[src/ppu_config.svh]
// PPU size configuration
// Widths and depths shared by the pixel pipeline and its package:
// beam coordinates, per-layer line memories and the colour palette

`ifndef PPU_CONFIG_SVH
`define PPU_CONFIG_SVH

// Beam coordinates
`define PPU_W_COORD      10

// Background line memories
`define PPU_LINE_DEPTH   64
`define PPU_W_LINE_ADDR  6

// Colour indices and palette (RGB555)
`define PPU_W_INDEX      4
`define PPU_PAL_DEPTH    16
`define PPU_W_COLOUR     15

`endif

[src/ppu_pkg.sv]
// PPU shared types
// Config, host write port and the payloads that move between the
// background layers, blender, palette mapper and raster counter

`default_nettype none

`include "ppu_config.svh"

package ppu_pkg;

	typedef logic [`PPU_W_COLOUR-1:0] colour_t;

	// Write targets for the host strobe
	localparam logic [1:0] PPU_TGT_LINE0 = 2'd0;
	localparam logic [1:0] PPU_TGT_LINE1 = 2'd1;
	localparam logic [1:0] PPU_TGT_PAL   = 2'd2;

	// Static for the whole frame
	typedef struct packed {
		logic [`PPU_W_COORD-1:0]      width;
		logic [`PPU_W_COORD-1:0]      height;
		logic [1:0][`PPU_W_COORD-1:0] scroll_x;
		logic [1:0]                   layer_en;
		colour_t                      default_bg_colour;
	} ppu_cfg_t;

	typedef struct packed {
		logic                        en;
		logic [1:0]                  target;
		logic [`PPU_W_LINE_ADDR-1:0] addr;
		colour_t                     data;
	} ppu_wr_t;

	typedef struct packed {
		logic [`PPU_W_INDEX-1:0] index;
		logic                    transp;
	} layer_pix_t;

	// Index 0 means no layer is visible
	typedef struct packed {
		logic [`PPU_W_INDEX-1:0] index;
	} blend_pix_t;

	typedef struct packed {
		colour_t                 colour;
		logic [`PPU_W_COORD-1:0] x;
		logic [`PPU_W_COORD-1:0] y;
		logic                    row_start;
		logic                    frame_start;
	} out_pix_t;

endpackage

`default_nettype wire

[src/ppu_pipe_reg.sv]
// Valid/ready register slice
// Holds a single item of any packed payload type. Ready looks through
// to the downstream ready, so a full slice still moves one item per cycle

`default_nettype none

module ppu_pipe_reg #(
	parameter type T = logic
) (
	input  wire  clk_ppu,
	input  wire  rst_n_ppu,

	input  wire  in_vld_i,
	output logic in_rdy_o,
	input  wire  T in_data_i,

	output logic out_vld_o,
	input  wire  out_rdy_i,
	output T     out_data_o
);

	logic vld_q;
	T     data_q;

	// Empty, or the held item leaves this cycle
	assign in_rdy_o = !vld_q || out_rdy_i;

	always_ff @(posedge clk_ppu or negedge rst_n_ppu) begin
		if (!rst_n_ppu) begin
			vld_q <= 1'b0;
		end else if (in_rdy_o) begin
			vld_q <= in_vld_i;
		end
	end

	always_ff @(posedge clk_ppu) begin
		if (in_vld_i && in_rdy_o) begin
			data_q <= in_data_i;
		end
	end

	assign out_vld_o  = vld_q;
	assign out_data_o = data_q;

endmodule

`default_nettype wire

[src/ppu_background.sv]
// Background layer
// Streams one scanline of colour indices out of a local line memory,
// offset by the layer's horizontal scroll. The host fills the memory
// through the shared write strobe

`default_nettype none

`include "ppu_config.svh"

module ppu_background import ppu_pkg::*; #(
	parameter int LAYER = 0
) (
	input  wire           clk_ppu,
	input  wire           rst_n_ppu,

	input  wire ppu_cfg_t cfg_i,
	input  wire ppu_wr_t  wr_i,
	input  wire           run_i,

	output logic          out_vld_o,
	input  wire           out_rdy_i,
	output layer_pix_t    out_pix_o
);

	logic [`PPU_W_INDEX-1:0]     line_mem [`PPU_LINE_DEPTH];
	logic [`PPU_W_COORD-1:0]     x_q;
	logic [`PPU_W_LINE_ADDR-1:0] rd_addr;
	layer_pix_t                  pix;
	logic                        slice_rdy;
	logic                        accept;

	// ----------------------------------------
	// Host writes

	always_ff @(posedge clk_ppu) begin
		if (wr_i.en && wr_i.target == 2'(LAYER)) begin
			line_mem[wr_i.addr] <= wr_i.data[`PPU_W_INDEX-1:0];
		end
	end

	// ----------------------------------------
	// Pixel generation

	// Address wraps mod line depth
	assign rd_addr    = x_q[`PPU_W_LINE_ADDR-1:0] +
		cfg_i.scroll_x[LAYER][`PPU_W_LINE_ADDR-1:0];
	assign pix.index  = line_mem[rd_addr];
	assign pix.transp = (pix.index == '0) || !cfg_i.layer_en[LAYER];

	assign accept = run_i && slice_rdy;

	always_ff @(posedge clk_ppu or negedge rst_n_ppu) begin
		if (!rst_n_ppu) begin
			x_q <= '0;
		end else if (accept) begin
			if (x_q >= cfg_i.width - 1'b1) begin
				x_q <= '0;
			end else begin
				x_q <= x_q + 1'b1;
			end
		end
	end

	ppu_pipe_reg #(
		.T (layer_pix_t)
	) u_slice (
		.clk_ppu    (clk_ppu),
		.rst_n_ppu  (rst_n_ppu),
		.in_vld_i   (run_i),
		.in_rdy_o   (slice_rdy),
		.in_data_i  (pix),
		.out_vld_o  (out_vld_o),
		.out_rdy_i  (out_rdy_i),
		.out_data_o (out_pix_o)
	);

endmodule

`default_nettype wire

[src/ppu_blender.sv]
// Two-layer blender
// Joins the layer streams so both are consumed together, then keeps
// layer 1 over layer 0. Where neither is opaque the output index is 0,
// which the palette mapper turns into the default background colour

`default_nettype none

module ppu_blender import ppu_pkg::*; (
	input  wire             l0_vld_i,
	output logic            l0_rdy_o,
	input  wire layer_pix_t l0_pix_i,

	input  wire             l1_vld_i,
	output logic            l1_rdy_o,
	input  wire layer_pix_t l1_pix_i,

	output logic            out_vld_o,
	input  wire             out_rdy_i,
	output blend_pix_t      out_pix_o
);

	// ----------------------------------------
	// Stream join

	// A layer is only taken when its partner is taken too
	assign out_vld_o = l0_vld_i && l1_vld_i;
	assign l0_rdy_o  = l1_vld_i && out_rdy_i;
	assign l1_rdy_o  = l0_vld_i && out_rdy_i;

	// ----------------------------------------
	// Priority select

	always_comb begin
		if (!l1_pix_i.transp) begin
			out_pix_o.index = l1_pix_i.index;
		end else if (!l0_pix_i.transp) begin
			out_pix_o.index = l0_pix_i.index;
		end else begin
			out_pix_o.index = '0;
		end
	end

endmodule

`default_nettype wire

[src/ppu_palette_mapper.sv]
// Palette mapper
// Host-written palette of RGB555 colours. Each blended index is looked
// up and the colour registered in a one-deep slice. Index 0 selects the
// default background colour instead of palette entry 0

`default_nettype none

`include "ppu_config.svh"

module ppu_palette_mapper import ppu_pkg::*; (
	input  wire             clk_ppu,
	input  wire             rst_n_ppu,

	input  wire ppu_cfg_t   cfg_i,
	input  wire ppu_wr_t    wr_i,

	input  wire             in_vld_i,
	output logic            in_rdy_o,
	input  wire blend_pix_t in_pix_i,

	output logic            out_vld_o,
	input  wire             out_rdy_i,
	output colour_t         out_colour_o
);

	localparam int W_PAL_ADDR = $clog2(`PPU_PAL_DEPTH);

	colour_t palette [`PPU_PAL_DEPTH];
	colour_t lookup;

	// ----------------------------------------
	// Host writes

	// Upper address bits are ignored for the palette
	always_ff @(posedge clk_ppu) begin
		if (wr_i.en && wr_i.target == PPU_TGT_PAL) begin
			palette[wr_i.addr[W_PAL_ADDR-1:0]] <= wr_i.data;
		end
	end

	// ----------------------------------------
	// Lookup

	always_comb begin
		if (in_pix_i.index == '0) begin
			lookup = cfg_i.default_bg_colour;
		end else begin
			lookup = palette[in_pix_i.index];
		end
	end

	ppu_pipe_reg #(
		.T (colour_t)
	) u_slice (
		.clk_ppu    (clk_ppu),
		.rst_n_ppu  (rst_n_ppu),
		.in_vld_i   (in_vld_i),
		.in_rdy_o   (in_rdy_o),
		.in_data_i  (lookup),
		.out_vld_o  (out_vld_o),
		.out_rdy_i  (out_rdy_i),
		.out_data_o (out_colour_o)
	);

endmodule

`default_nettype wire

[src/ppu_raster_counter.sv]
// Raster counter
// Tracks the beam position of the next delivered pixel and tags the
// passing colour with x, y and the row and frame start flags. The
// handshake goes straight through without adding a cycle

`default_nettype none

`include "ppu_config.svh"

module ppu_raster_counter import ppu_pkg::*; (
	input  wire           clk_ppu,
	input  wire           rst_n_ppu,

	input  wire ppu_cfg_t cfg_i,

	input  wire           in_vld_i,
	output logic          in_rdy_o,
	input  wire colour_t  in_colour_i,

	output logic          out_vld_o,
	input  wire           out_rdy_i,
	output out_pix_t      out_pix_o
);

	logic [`PPU_W_COORD-1:0] x_q;
	logic [`PPU_W_COORD-1:0] y_q;
	logic                    xfer;
	logic                    x_last;
	logic                    y_last;

	assign out_vld_o = in_vld_i;
	assign in_rdy_o  = out_rdy_i;
	assign xfer      = in_vld_i && out_rdy_i;

	assign x_last = x_q >= cfg_i.width - 1'b1;
	assign y_last = y_q >= cfg_i.height - 1'b1;

	// Beam only moves when a pixel is taken
	always_ff @(posedge clk_ppu or negedge rst_n_ppu) begin
		if (!rst_n_ppu) begin
			x_q <= '0;
			y_q <= '0;
		end else if (xfer) begin
			if (x_last) begin
				x_q <= '0;
				y_q <= y_last ? '0 : y_q + 1'b1;
			end else begin
				x_q <= x_q + 1'b1;
			end
		end
	end

	assign out_pix_o.colour      = in_colour_i;
	assign out_pix_o.x           = x_q;
	assign out_pix_o.y           = y_q;
	assign out_pix_o.row_start   = (x_q == '0);
	assign out_pix_o.frame_start = (x_q == '0) && (y_q == '0);

endmodule

`default_nettype wire

[src/ppu_top.sv]
// PPU scanline pixel pipeline
// Two scrolled background layers feed a priority blender, then the
// palette mapper and the raster counter. Host writes fill the line
// memories and the palette; pixels leave over a valid/ready port

`default_nettype none

module ppu_top import ppu_pkg::*; (
	input  wire           clk_ppu,
	input  wire           rst_n_ppu,

	input  wire ppu_cfg_t cfg_i,
	input  wire           run_i,
	input  wire ppu_wr_t  wr_i,

	output logic          pix_vld_o,
	input  wire           pix_rdy_i,
	output out_pix_t      pix_o
);

	logic       bg0_vld;
	logic       bg0_rdy;
	layer_pix_t bg0_pix;
	logic       bg1_vld;
	logic       bg1_rdy;
	layer_pix_t bg1_pix;

	logic       blend_vld;
	logic       blend_rdy;
	blend_pix_t blend_pix;

	logic       pmap_vld;
	logic       pmap_rdy;
	colour_t    pmap_colour;

	// ----------------------------------------
	// Backgrounds

	ppu_background #(
		.LAYER (0)
	) u_bg0 (
		.clk_ppu   (clk_ppu),
		.rst_n_ppu (rst_n_ppu),
		.cfg_i     (cfg_i),
		.wr_i      (wr_i),
		.run_i     (run_i),
		.out_vld_o (bg0_vld),
		.out_rdy_i (bg0_rdy),
		.out_pix_o (bg0_pix)
	);

	ppu_background #(
		.LAYER (1)
	) u_bg1 (
		.clk_ppu   (clk_ppu),
		.rst_n_ppu (rst_n_ppu),
		.cfg_i     (cfg_i),
		.wr_i      (wr_i),
		.run_i     (run_i),
		.out_vld_o (bg1_vld),
		.out_rdy_i (bg1_rdy),
		.out_pix_o (bg1_pix)
	);

	// ----------------------------------------
	// Blend, palette lookup, beam tagging

	ppu_blender u_blender (
		.l0_vld_i  (bg0_vld),
		.l0_rdy_o  (bg0_rdy),
		.l0_pix_i  (bg0_pix),
		.l1_vld_i  (bg1_vld),
		.l1_rdy_o  (bg1_rdy),
		.l1_pix_i  (bg1_pix),
		.out_vld_o (blend_vld),
		.out_rdy_i (blend_rdy),
		.out_pix_o (blend_pix)
	);

	ppu_palette_mapper u_pmap (
		.clk_ppu      (clk_ppu),
		.rst_n_ppu    (rst_n_ppu),
		.cfg_i        (cfg_i),
		.wr_i         (wr_i),
		.in_vld_i     (blend_vld),
		.in_rdy_o     (blend_rdy),
		.in_pix_i     (blend_pix),
		.out_vld_o    (pmap_vld),
		.out_rdy_i    (pmap_rdy),
		.out_colour_o (pmap_colour)
	);

	ppu_raster_counter u_raster (
		.clk_ppu     (clk_ppu),
		.rst_n_ppu   (rst_n_ppu),
		.cfg_i       (cfg_i),
		.in_vld_i    (pmap_vld),
		.in_rdy_o    (pmap_rdy),
		.in_colour_i (pmap_colour),
		.out_vld_o   (pix_vld_o),
		.out_rdy_i   (pix_rdy_i),
		.out_pix_o   (pix_o)
	);

endmodule

`default_nettype wire

[config.mk]
export PLATFORM = sky130hd
export DESIGN_NAME = ppu_top
export DESIGN_NICKNAME = d
export VERILOG_FILES = /design/src/ppu_pkg.sv /design/src/ppu_pipe_reg.sv /design/src/ppu_background.sv /design/src/ppu_blender.sv /design/src/ppu_palette_mapper.sv /design/src/ppu_raster_counter.sv /design/src/ppu_top.sv
export VERILOG_INCLUDE_DIRS = /design/src
export SDC_FILE = /design/constraint.sdc
export NUM_CORES = 1
export LEC_CHECK = 0
export ABC_AREA = 1
export ABC_CLOCK_PERIOD_IN_PS = 3300
export BUFFER_PORTS_ARGS = -buffer_cell sky130_fd_sc_hd__buf_2
export CAP_MARGIN = 30
export CORE_MARGIN = 2
export CORE_UTILIZATION = 30
export DETAILED_ROUTE_END_ITERATION = 8
export PLACE_DENSITY = 0.56
export REMOVE_ABC_BUFFERS = 1
export SYNTH_ARGS = -nofsm -noshare
export SYNTH_HDL_FRONTEND = slang
export SYNTH_SLANG_ARGS = --single-unit
[constraint.sdc]
create_clock -name clk_ppu -period 3.3 [get_ports clk_ppu]
set_input_delay 0.99 -clock clk_ppu [delete_from_list [all_inputs] [get_ports clk_ppu]]
set_output_delay 0.99 -clock clk_ppu [all_outputs]
set_load 0.005 [all_outputs]
==> results.py, run 1 <==
metrics = {
    "detailed_routing": {
        "final_antenna_net_count": 0,
        "num_vias": 25540,
        "drt_first_iter_violations": 2354,
        "post-route-drc-count": 0,
        "routed_wl_mm": 95.55,
        "drt_pre_antenna_iters": 6,
        "avgRoutedWirePerCell_microns": 17.26,
        "route.detailed.vias_per_inst": 4.613,
    },
    "power": {
        "max_ir_drop_vdd_mv": 0.4902,
        "fin_total_pwr_mw": 34.95,
        "cellPowerDensity_mw_per_mm2": 813.0,
        "leakage_nw": 17.27,
    },
    "placed_design": {
        "finalWeightedCongestion": 0.8414,
        "port-buffer-count": 114,
        "post-dp-hpwl_mm": 62.23,
        "post-place-cells": 5377,
        "placement.cell_area_sq_mm": 0.04029,
        "detailedPlace.worstSlack_ns": -0.1769,
    },
    "clocking": {
        "clk_transition_reported_paths_ns": 0.06,
        "tritoncts.num_buffers": 84,
        "cts_num_sinks": 805,
        "clk_path_buf_depth": 3,
        "cts_hold_buf": 0,
        "clock_insertion_delay_worst_skew_ns": 0.64,
        "root_buffer": "clkbuf_16",
        "cts_tree": "built",
        "cts_max_level": 3,
    },
    "synth": {
        "yosysTopAreaCellShare": 0.6301,
        "yosys_most_used_dff": "edfxtp_1",
        "postSynthRegisterBits": 805,
        "synthesis.instances": 3601,
        "synth-warning-count": 0,
        "postSynth.asyncResetShare": 0.05342,
        "synth.largest_area_cell": "edfxtp_1",
        "synth.avg_cell_area_sq_um": 10.08,
        "synth.distinct_cells": 37,
        "synth_seq_area_share": 0.6598,
        "synth_edf_count": 762,
        "syn-cell-area_sq_mm": 0.03631,
        "synth.area.top_cells": "edfxtp_1 (63%), nand2_1 (13%), nand3_1 (4.8%)",
    },
    "grt": {
        "pin_count_of_the_biggest_net_entering_global_routing": 144,
        "antenna_violations_before_repair": 7,
        "gr-usage-all-layers": 0.1513,
        "first_pass_grt_wire_length_mm": 146.5,
        "grt_pass1_vias": 24480,
        "globalRoute.totalOverflow": 0,
    },
    "sta": {
        "pnr_worst_setup_slack_ns": 0.2079,
        "rsz_0062_raised_after_global_routing": "no",
        "max_clock_freq_mhz": 323.4,
        "report.final.hold_viol_count": 0,
        "drv_slew": 0,
        "timing.final.crit_share": 0.9370,
        "finalSetupViolations": 0,
        "fin_worst_hold_slack_ns": 0.2986,
        "slew_headroom": 0.4987,
        "worst-slew-pin-transition_ns": 0.7519,
        "clock-skew-final_ns": 0.01503,
        "final.min_clock_period_ns": 3.092,
        "timing.setup.tns_ns": 0,
    },
    "floorplanning": {
        "core_area_sq_mm": 0.1200,
        "starting_density": 0.3027,
        "rows": 127,
        "die_height_microns": 351.9,
        "fp.dieW_microns": 351.9,
        "boundaryPins": 123,
        "die_area_sq_mm": 0.1238,
    },
    "layout": {
        "final_core_util": 0.3584,
        "share_of_cells_above_drive_strength_1": 0.1324,
        "layout-area-overhead-vs-synth_pct": 18.40,
        "finalNonFillerCells": 5536,
        "fin_nets": 3987,
        "final_cell_area_sq_mm": 0.04299,
    },
    "setup_path": {
        "endpoint_of_the_worst_slack_reg_to_reg_timing_path": "u_bg0.u_slice.out_data_o[0]$_DFFE_PP_",
        "crit_family": "simple AND/OR/NAND/NOR gates",
        "timing.critical_path.mode_cell": "inv_1",
        "critPathSlowestCell": "dfrtp_1",
        "cp_num_buf_inv": 3,
        "worst-endpoint-arrival_ns": 2.10,
        "cell_count_along_the_critical_path": 7,
        "critPathRequiredTime_ns": 2.31,
        "r2r.worst_path.cells": 15,
        "critPathLaunchType": "flip-flop",
        "crit_path_end_kind": "primary output",
        "path_max_fanout": 5,
        "worstPathCellList": "inv_1 > ha_1 > nand3_1 > nor4_4 > inv_1 > nor4_1 > buf_2",
        "reg2reg_setup_slack_ns": 0.43,
        "worst-setup-path-type": "reg2out",
        "crit_path_max_incr_delay_ns": 0.42,
        "rr_startpoint": "u_bg0.x_q[0]$_DFFE_PN0P_",
    },
    "flow_run": {
        "cap_viol_max_count": 0,
    },
    "min_path": {
        "min-delay-path-class": "in2async",
    },
    "run_status": {
        "result_of_the_run": "complete, no violations",
    },
}
## sequential cells by signal, indices dropped and copies added, names as in the netlist, 5 cells and up
signal                     cells
u_raster.x_q                  10
u_pmap.u_slice.out_data_o     15
u_pmap.palette               225
u_raster.y_q                  10
u_bg1.x_q                     10
u_bg0.line_mem               256
u_bg0.u_slice.out_data_o       5
u_bg1.line_mem               256
u_bg0.x_q                     10
u_bg1.u_slice.out_data_o       5
## synthesized netlist by cell type, types with 10 or more instances
cell type     n
ha_1         49
nor2_1      319
o22ai_1      15
xnor2_1      10
or2_2        35
nand3_1     349
nand2_1    1219
inv_1       306
a21oi_1      16
o21ai_0     123
xor2_1       21
a31oi_1      16
clkbuf_1     79
nand4_1      23
dfrtp_1      43
buf_1        20
o211ai_1     33
buf_2        60
nor3_1       62
edfxtp_1    762
## cells in the final DEF, fill, tap and decap left out, types with 23 or more instances in the layout
cell,Yosys,routed
nand2_1,1219,1218
buf_4,1,185
ha_1,49,47
buf_2,60,110
o211ai_1,33,33
edfxtp_1,762,762
dfrtp_1,43,43
nor2_1,319,312
nand3_1,349,347
o21ai_0,123,123
buf_12,0,30
inv_1,306,306
clkbuf_16,0,85
nor3_1,62,61
or2_2,35,35
nand4_1,23,23
## how the worst max path moves through the flow
stage                           startpoint                                     to  slack [ns]
5_1_grt        u_raster.x_q[0]$_DFFE_PN0P_                               pix_o[0]        0.04
2_1_floorplan                    cfg_i[17]  u_bg0.u_slice.out_data_o[0]$_DFFE_PP_       -2.34
3_3_place_gp                     cfg_i[27]  u_bg1.u_slice.out_data_o[0]$_DFFE_PP_       -0.18
4_1_cts        u_raster.x_q[0]$_DFFE_PN0P_                               pix_o[0]        0.03
3_5_place_dp                     cfg_i[17]  u_bg0.u_slice.out_data_o[0]$_DFFE_PP_       -0.18
6_report       u_raster.x_q[0]$_DFFE_PN0P_                               pix_o[0]        0.21
## repair_timing
action | CTS | global route
pin swaps | 0 | 1
resized for setup | 1 | 1
setup buffers | 0 | 0
endpoints found under the setup margin | 1 | 1
## layer usage
layer / share of wire / global-route usage / vias up
met3: 0.060 / 0.02373 / 122
met5: 0.00012 / 0 / -
met1: 0.46 / 0.2110 / 12180
met2: 0.47 / 0.2468 / 666
met4: 0.020 / 0.03459 / 2
li1: - / - / 12570
## cell families after synthesis
| kind of cell | count (synthesis) | share of synthesized area |
|---|---|---|
| adder cells (fa/ha/maj) | 51 | 0.01799 |
| XOR/XNOR | 33 | 0.008373 |
| flip-flops | 805 | 0.6598 |
| AND/OR/NAND/NOR | 2024 | 0.2288 |
| AO/OA/AOI/OAI | 214 | 0.03366 |
| buffers and inverters | 474 | 0.05137 |
## worst reg2reg max path, stage by stage (launching register included)
cell	delay (ns)
dfrtp_1	0.49
ha_4	0.22
fa_2	0.56
buf_4	0.23
buf_12	0.20
nand2_1	0.08
o21ai_0	0.07
nand2_1	0.09
nand3_1	0.18
nand3_1	0.13
nand2_1	0.08
nand2_1	0.04
nand2_1	0.09
nor2_1	0.05
nand2_1	0.06
nand2_1	0.05
## power by group
| part | total (mW) | leakage, nW | switching [mW] | internal (mW) |
|---|---|---|---|---|
| registers | 11.9 | 7.43 | 0.297 | 11.6 |
| logic | 13.8 | 8.55 | 8.94 | 4.83 |
| clock network | 9.24 | 1.29 | 3.97 | 5.27 |
## area by class of cell
| type | count | area (sq um) |
|---|---|---|
| fill | 11960 | 76980 |
| sequential | 805 | 23960 |
| multi-input combinational | 2322 | 10610 |
| timing repair buffer | 325 | 2540 |
| clock buffer | 104 | 2208 |
| tap | 1612 | 2017 |
| inverter | 313 | 1177 |
| clock inverter | 50 | 467.9 |
| antenna | 5 | 12.51 |
Note: power is estimated with default switching activity, not from simulation.
==> run 2: changes to the inputs <==
Settings changed: ABC_CLOCK_PERIOD_IN_PS 3300 to 3540.
Clock period 3.3 ns to 3.54 ns, I/O delays scaled along.
==> run 2 against run 1 <==
Hold slack better by 0.066 ns; cell area fell by 0.37%; combinational power down 9%; via count shrank 0.61%; non-clock buffer count fell by 22; clock-buffer cell count rose by 16; largest cell class unchanged.
==> results.py, run 2 (synthesis results as in run 1) <==
metrics = {
    "run_status": {
        "result_of_the_run": "complete, no violations",
    },
    "layout": {
        "layout-area-overhead-vs-synth_pct": 17.96,
        "layout_commonest_cell": "nand2_1",
        "total_area_of_sequential_cells_sq_mm": 0.02396,
        "final_core_util": 0.3570,
        "share_of_cells_above_drive_strength_1": 0.1263,
        "finalNonFillerCells": 5515,
        "fin_nets": 3970,
        "final_cell_mix": "nand2_1 (1,218), edfxtp_1 (762), nand3_1 (347)",
        "final.fill_count": 11950,
        "multi_input_area_sq_mm": 0.01061,
    },
    "clocking": {
        "clk_transition_reported_paths_ns": 0.05,
        "cts_num_sinks": 805,
        "cts_hold_buf": 0,
        "cts_max_level": 3,
        "clk_path_buf_depth": 3,
        "cts_tree": "built",
        "post-cts-setup-buffer-count": 0,
        "tritoncts.num_buffers": 89,
        "root_buffer": "clkbuf_16",
        "clock_insertion_delay_worst_skew_ns": 0.66,
    },
    "sta": {
        "rsz_0062_raised_after_global_routing": "no",
        "worst-slew-pin-transition_ns": 0.7237,
        "max_clock_freq_mhz": 303.7,
        "fin_worst_hold_slack_ns": 0.3641,
        "drv_slew": 0,
        "slew_headroom": 0.5138,
        "clock-skew-final_ns": 0.02119,
        "report.final.hold_viol_count": 0,
        "final.min_clock_period_ns": 3.292,
        "finalSetupViolations": 0,
        "timing.final.crit_share": 0.9300,
    },
    "power": {
        "fin_total_pwr_mw": 32.25,
        "leakage_nw": 17.16,
        "cellPowerDensity_mw_per_mm2": 752.8,
        "max_ir_drop_vdd_mv": 0.4250,
    },
    "placed_design": {
        "finalWeightedCongestion": 0.8404,
        "post-dp-hpwl_mm": 63.47,
        "port-buffer-count": 114,
        "post-place-cells": 5355,
    },
    "flow_run": {
        "cap_viol_max_count": 0,
    },
    "floorplanning": {
        "rows": 127,
        "starting_density": 0.3027,
        "fp.dieW_microns": 351.9,
        "core_area_sq_mm": 0.1200,
        "boundaryPins": 123,
        "die_height_microns": 351.9,
        "die_area_sq_mm": 0.1238,
    },
    "grt": {
        "gr-usage-all-layers": 0.1539,
        "antenna_violations_before_repair": 7,
        "pin_count_of_the_biggest_net_entering_global_routing": 106,
        "first_pass_grt_wire_length_mm": 147.5,
        "grt_pass1_vias": 24680,
        "globalRoute.totalOverflow": 0,
    },
    "detailed_routing": {
        "num_vias": 25380,
        "route.detailed.vias_per_inst": 4.602,
        "final_antenna_net_count": 0,
        "routed_wl_mm": 96.25,
        "drt_pre_antenna_iters": 8,
        "post-route-drc-count": 0,
        "drt_first_iter_violations": 2222,
        "avgRoutedWirePerCell_microns": 17.45,
    },
    "setup_path": {
        "reg2reg_setup_slack_ns": 0.68,
        "rr_startpoint": "u_bg0.x_q[0]$_DFFE_PN0P_",
        "worst-setup-path-type": "reg2out",
        "endpoint_of_the_worst_slack_reg_to_reg_timing_path": "u_bg0.u_slice.out_data_o[0]$_DFFE_PP_",
        "crit_path_end_kind": "primary output",
        "path_max_fanout": 5,
        "critPathLaunchType": "flip-flop",
        "worst-endpoint-arrival_ns": 2.23,
        "r2r.worst_path.cells": 15,
        "critPathRequiredTime_ns": 2.48,
    },
    "min_path": {
        "min-delay-path-class": "in2async",
    },
}
-- run 2: cell count changes in the layout (fill, tap and decap cells not counted), sizes merged --
cell | before | now
bufinv | 6 | 1
clkbuf | 104 | 120
diode | 5 | 1
clkinv | 36 | 30
buf | 325 | 303
-- run 2: layer usage --
layer | up-vias | routed length, microns | global-route usage
met5 | - | 13 | 0
met4 | 2 | 2130 | 0.04240
met3 | 139 | 5641 | 0.02953
met2 | 625 | 44860 | 0.2487
met1 | 12100 | 43610 | 0.2105
li1 | 12510 | - | -
-- run 2: report_power, final --
group,internal (mW),leakage (nW),switching [mW]
Clock,4.78,1.27,3.71
Sequential,10.9,7.43,0.269
Combinational,4.27,8.46,8.36
-- run 2: worst max path at each step --
stage	startpoint	end	slack (ns)	depth (start not counted)
detailed placement	cfg_i[37]	u_raster.y_q[4]$_DFFE_PN0P_	-0.01	17
global route	u_raster.x_q[0]$_DFFE_PN0P_	pix_o[0]	0.03	7
finish	u_raster.x_q[0]$_DFFE_PN0P_	pix_o[0]	0.25	7
CTS	u_raster.x_q[0]$_DFFE_PN0P_	pix_o[0]	0.13	7
floorplan	cfg_i[17]	u_bg0.u_slice.out_data_o[0]$_DFFE_PP_	-2.18	14
global placement	cfg_i[17]	u_bg0.u_slice.out_data_o[0]$_DFFE_PP_	0.02	16
-- run 2: layout make-up --
| cell class | instances | area share |
|---|---|---|
| flip-flops and latches | 805 | 0.5593 |
| clock buffers | 120 | 0.05544 |
| inverters | 313 | 0.02749 |
| repair buffers | 303 | 0.05661 |
| multi-input cells | 2322 | 0.2478 |
| well taps | 1612 | 0.04709 |
| diodes | 1 | 0.00005842 |
| clock inverters | 39 | 0.006222 |
-- run 2: stage by stage --
stage | instance area, sq um | setup slack, ns | setup TNS [ns]
after detailed placement | 40170 | -0.01312 | -0.02635
final | 42830 | 0.2477 | 0
after global placement | 40150 | 0.01926 | 0
after floorplan | 35620 | -2.177 | -33.02
after global routing | 42830 | 0.02967 | 0
after CTS | 42820 | 0.1309 | 0
-- run 2: critical path: stages (launching register included) --
cell     delay [ns]
dfrtp_1        0.44
inv_1          0.14
ha_1           0.17
nand3_1        0.13
nor4_4         0.31
inv_1          0.07
nor4_1         0.17
buf_2          0.16
-- run 2: repair_timing --
action / CTS / global route
endpoints found under the setup margin: 1 / 1
resized for setup: 1 / 1
cloned: 0 / 0
==> run 3: changes to the inputs <==
--- a/config.mk
+++ b/config.mk
@@ -14,5 +14,4 @@
 export CORE_UTILIZATION = 30
 export DETAILED_ROUTE_END_ITERATION = 8
-export PLACE_DENSITY = 0.56
 export REMOVE_ABC_BUFFERS = 1
 export SYNTH_ARGS = -nofsm -noshare
==> constraint.sdc (replaced) <==
create_clock -name clk_ppu -period 3.54 [get_ports clk_ppu]
set_input_delay 0.354 -clock clk_ppu [delete_from_list [all_inputs] [get_ports clk_ppu]]
set_output_delay 0.354 -clock clk_ppu [all_outputs]
set_load 0.005 [all_outputs]
==> run 3 against run 2 <==
Largest power group unchanged; cell count shrank 2.1%; non-clock buffer count shrank 113; wire length shrank 2.0%; clock skew grew 0.0050 ns; utilization shrank 0.97 points; hold slack lost 0.31 ns; global-route usage shrank 0.61 points; flip-flop and latch count is the same; critical path depth grew 8; combinational power shrank 6%; largest cell class unchanged.
==> results.py, run 3 (synthesis results as in run 1) <==
metrics = {
    "layout": {
        "final_cell_mix": "nand2_1 (1,218), edfxtp_1 (762), nand3_1 (347)",
        "final.fill_count": 11890,
        "finalNonFillerCells": 5397,
        "share_of_cells_above_drive_strength_1": 0.09778,
        "final_core_util": 0.3473,
        "total_area_of_sequential_cells_sq_mm": 0.02396,
        "fin_nets": 3852,
        "layout-area-overhead-vs-synth_pct": 14.75,
        "final_cell_area_sq_mm": 0.04167,
        "multi_input_area_sq_mm": 0.01059,
        "layout_commonest_cell": "nand2_1",
    },
    "setup_path": {
        "rr_startpoint": "u_bg0.x_q[0]$_DFFE_PN0P_",
        "path_max_fanout": 22,
        "crit_path_end_kind": "flip-flop",
        "worst-endpoint-arrival_ns": 3.53,
        "worst-setup-path-type": "reg2reg",
        "critPathLaunchType": "flip-flop",
        "critPathRequiredTime_ns": 3.93,
        "startpoint": "u_bg0.x_q[0]$_DFFE_PN0P_",
    },
    "run_status": {
        "result_of_the_run": "complete, no violations",
    },
    "detailed_routing": {
        "post-route-drc-count": 0,
        "avgRoutedWirePerCell_microns": 17.48,
        "routed_wl_mm": 94.36,
        "num_vias": 25250,
        "drt_pre_antenna_iters": 5,
        "final_antenna_net_count": 0,
        "drt_first_iter_violations": 2519,
        "route.detailed.vias_per_inst": 4.678,
    },
    "grt": {
        "gr-usage-all-layers": 0.1478,
        "antenna_violations_before_repair": 10,
        "first_pass_grt_wire_length_mm": 142.7,
        "pin_count_of_the_biggest_net_entering_global_routing": 112,
        "globalRoute.totalOverflow": 0,
        "grt_pass1_vias": 24120,
    },
    "power": {
        "fin_total_pwr_mw": 31.32,
        "leakage_nw": 16.50,
        "max_ir_drop_vdd_mv": 0.6220,
        "cellPowerDensity_mw_per_mm2": 751.6,
    },
    "clocking": {
        "clock_insertion_delay_worst_skew_ns": 0.64,
        "tritoncts.num_buffers": 84,
        "post-cts-setup-buffer-count": 0,
        "clk_transition_reported_paths_ns": 0.06,
        "cts_max_level": 3,
        "clk_path_buf_depth": 3,
        "root_buffer": "clkbuf_16",
        "cts_tree": "built",
        "cts_num_sinks": 805,
    },
    "sta": {
        "worst-slew-pin-transition_ns": 0.9734,
        "slew_headroom": 0.3461,
        "final.min_clock_period_ns": 3.144,
        "report.final.hold_viol_count": 0,
        "rsz_0062_raised_after_global_routing": "no",
        "drv_slew": 0,
        "finalSetupViolations": 0,
        "clock-skew-final_ns": 0.02617,
        "max_clock_freq_mhz": 318.1,
        "timing.final.crit_share": 0.8881,
    },
    "placed_design": {
        "finalWeightedCongestion": 0.8503,
        "post-place-cells": 5240,
        "placement.cell_area_sq_mm": 0.03908,
        "port-buffer-count": 114,
        "post-dp-hpwl_mm": 59.13,
    },
    "floorplanning": {
        "die_height_microns": 351.9,
        "fp.dieW_microns": 351.9,
        "die_area_sq_mm": 0.1238,
        "core_area_sq_mm": 0.1200,
        "boundaryPins": 123,
        "starting_density": 0.3027,
        "rows": 127,
    },
    "min_path": {
        "min-delay-path-class": "in2reg",
        "hp-start": "pix_rdy_i",
    },
    "flow_run": {
        "cap_viol_max_count": 0,
    },
}
run 3: worst max-delay path, cell delays in order (launching register included):
cell     delay (ns)
dfrtp_1        0.52
ha_4           0.20
fa_2           0.47
inv_2          0.42
buf_4          0.26
o21ai_0        0.10
o21ai_1        0.27
nand2_1        0.09
nand3_1        0.08
nand3_1        0.10
nand2_1        0.08
nand2_1        0.05
nand2_1        0.11
nor2_1         0.06
nand2_1        0.05
nand2_1        0.04
run 3: final timing paths:
kind | end | slack (ns) | cells after the start
max | u_bg0.u_slice.out_data_o[0]$_DFFE_PP_ | 0.40 | 15
min | u_pmap.u_slice.out_vld_o$_DFFE_PN0N_ | 0.05 | 4
max reg2reg | u_bg0.u_slice.out_data_o[0]$_DFFE_PP_ | 0.40 | 15
min reg2reg | u_pmap.u_slice.out_vld_o$_DFFE_PN0N_ | 0.56 | 2
max in group asynchronous | u_bg1.x_q[8]$_DFFE_PN0P_ | 2.82 | 3
min in group asynchronous | u_raster.x_q[0]$_DFFE_PN0P_ | 0.22 | 2
run 3: timing repair:
action,in CTS,in global routing
resized for setup,0,0
hold endpoints to repair,18,0
hold buffers,2,0
run 3: power by group:
part           internal (mW)  total [mW]  switching [mW]  leakage [nW]
Combinational           3.61        11.8            8.21          7.82
Sequential              10.9        11.1           0.287          7.43
Clock                   4.71        8.36            3.65          1.25
run 3: final cells by class:
class / count / share of cell area
clock buffer: 106 / 0.05294
clock inverter: 48 / 0.008708
multi-input combinational: 2322 / 0.2542
tap: 1612 / 0.04841
inverter: 313 / 0.02826
sequential: 805 / 0.5750
antenna: 1 / 0.00006006
timing repair buffer: 190 / 0.03243
run 3: per-stage QoR:
step	hold WS, ns	TNS, ns	setup WS [ns]
after floorplan	0.05841	-26.58	-1.539
after global placement	0.5608	0	0.4089
after detailed placement	0.3294	0	0.4079
after CTS	0.01721	0	0.3716
after global routing	0.04028	0	0.1887
final	0.05201	0	0.3962
run 3: routing by layer:
metal,share of wire,up-vias,GRT usage
met1,0.43,12020,0.1989
met2,0.47,792,0.2437
met5,0.00022,-,0
met4,0.024,4,0.04077
met3,0.071,163,0.02720
li1,-,12270,-
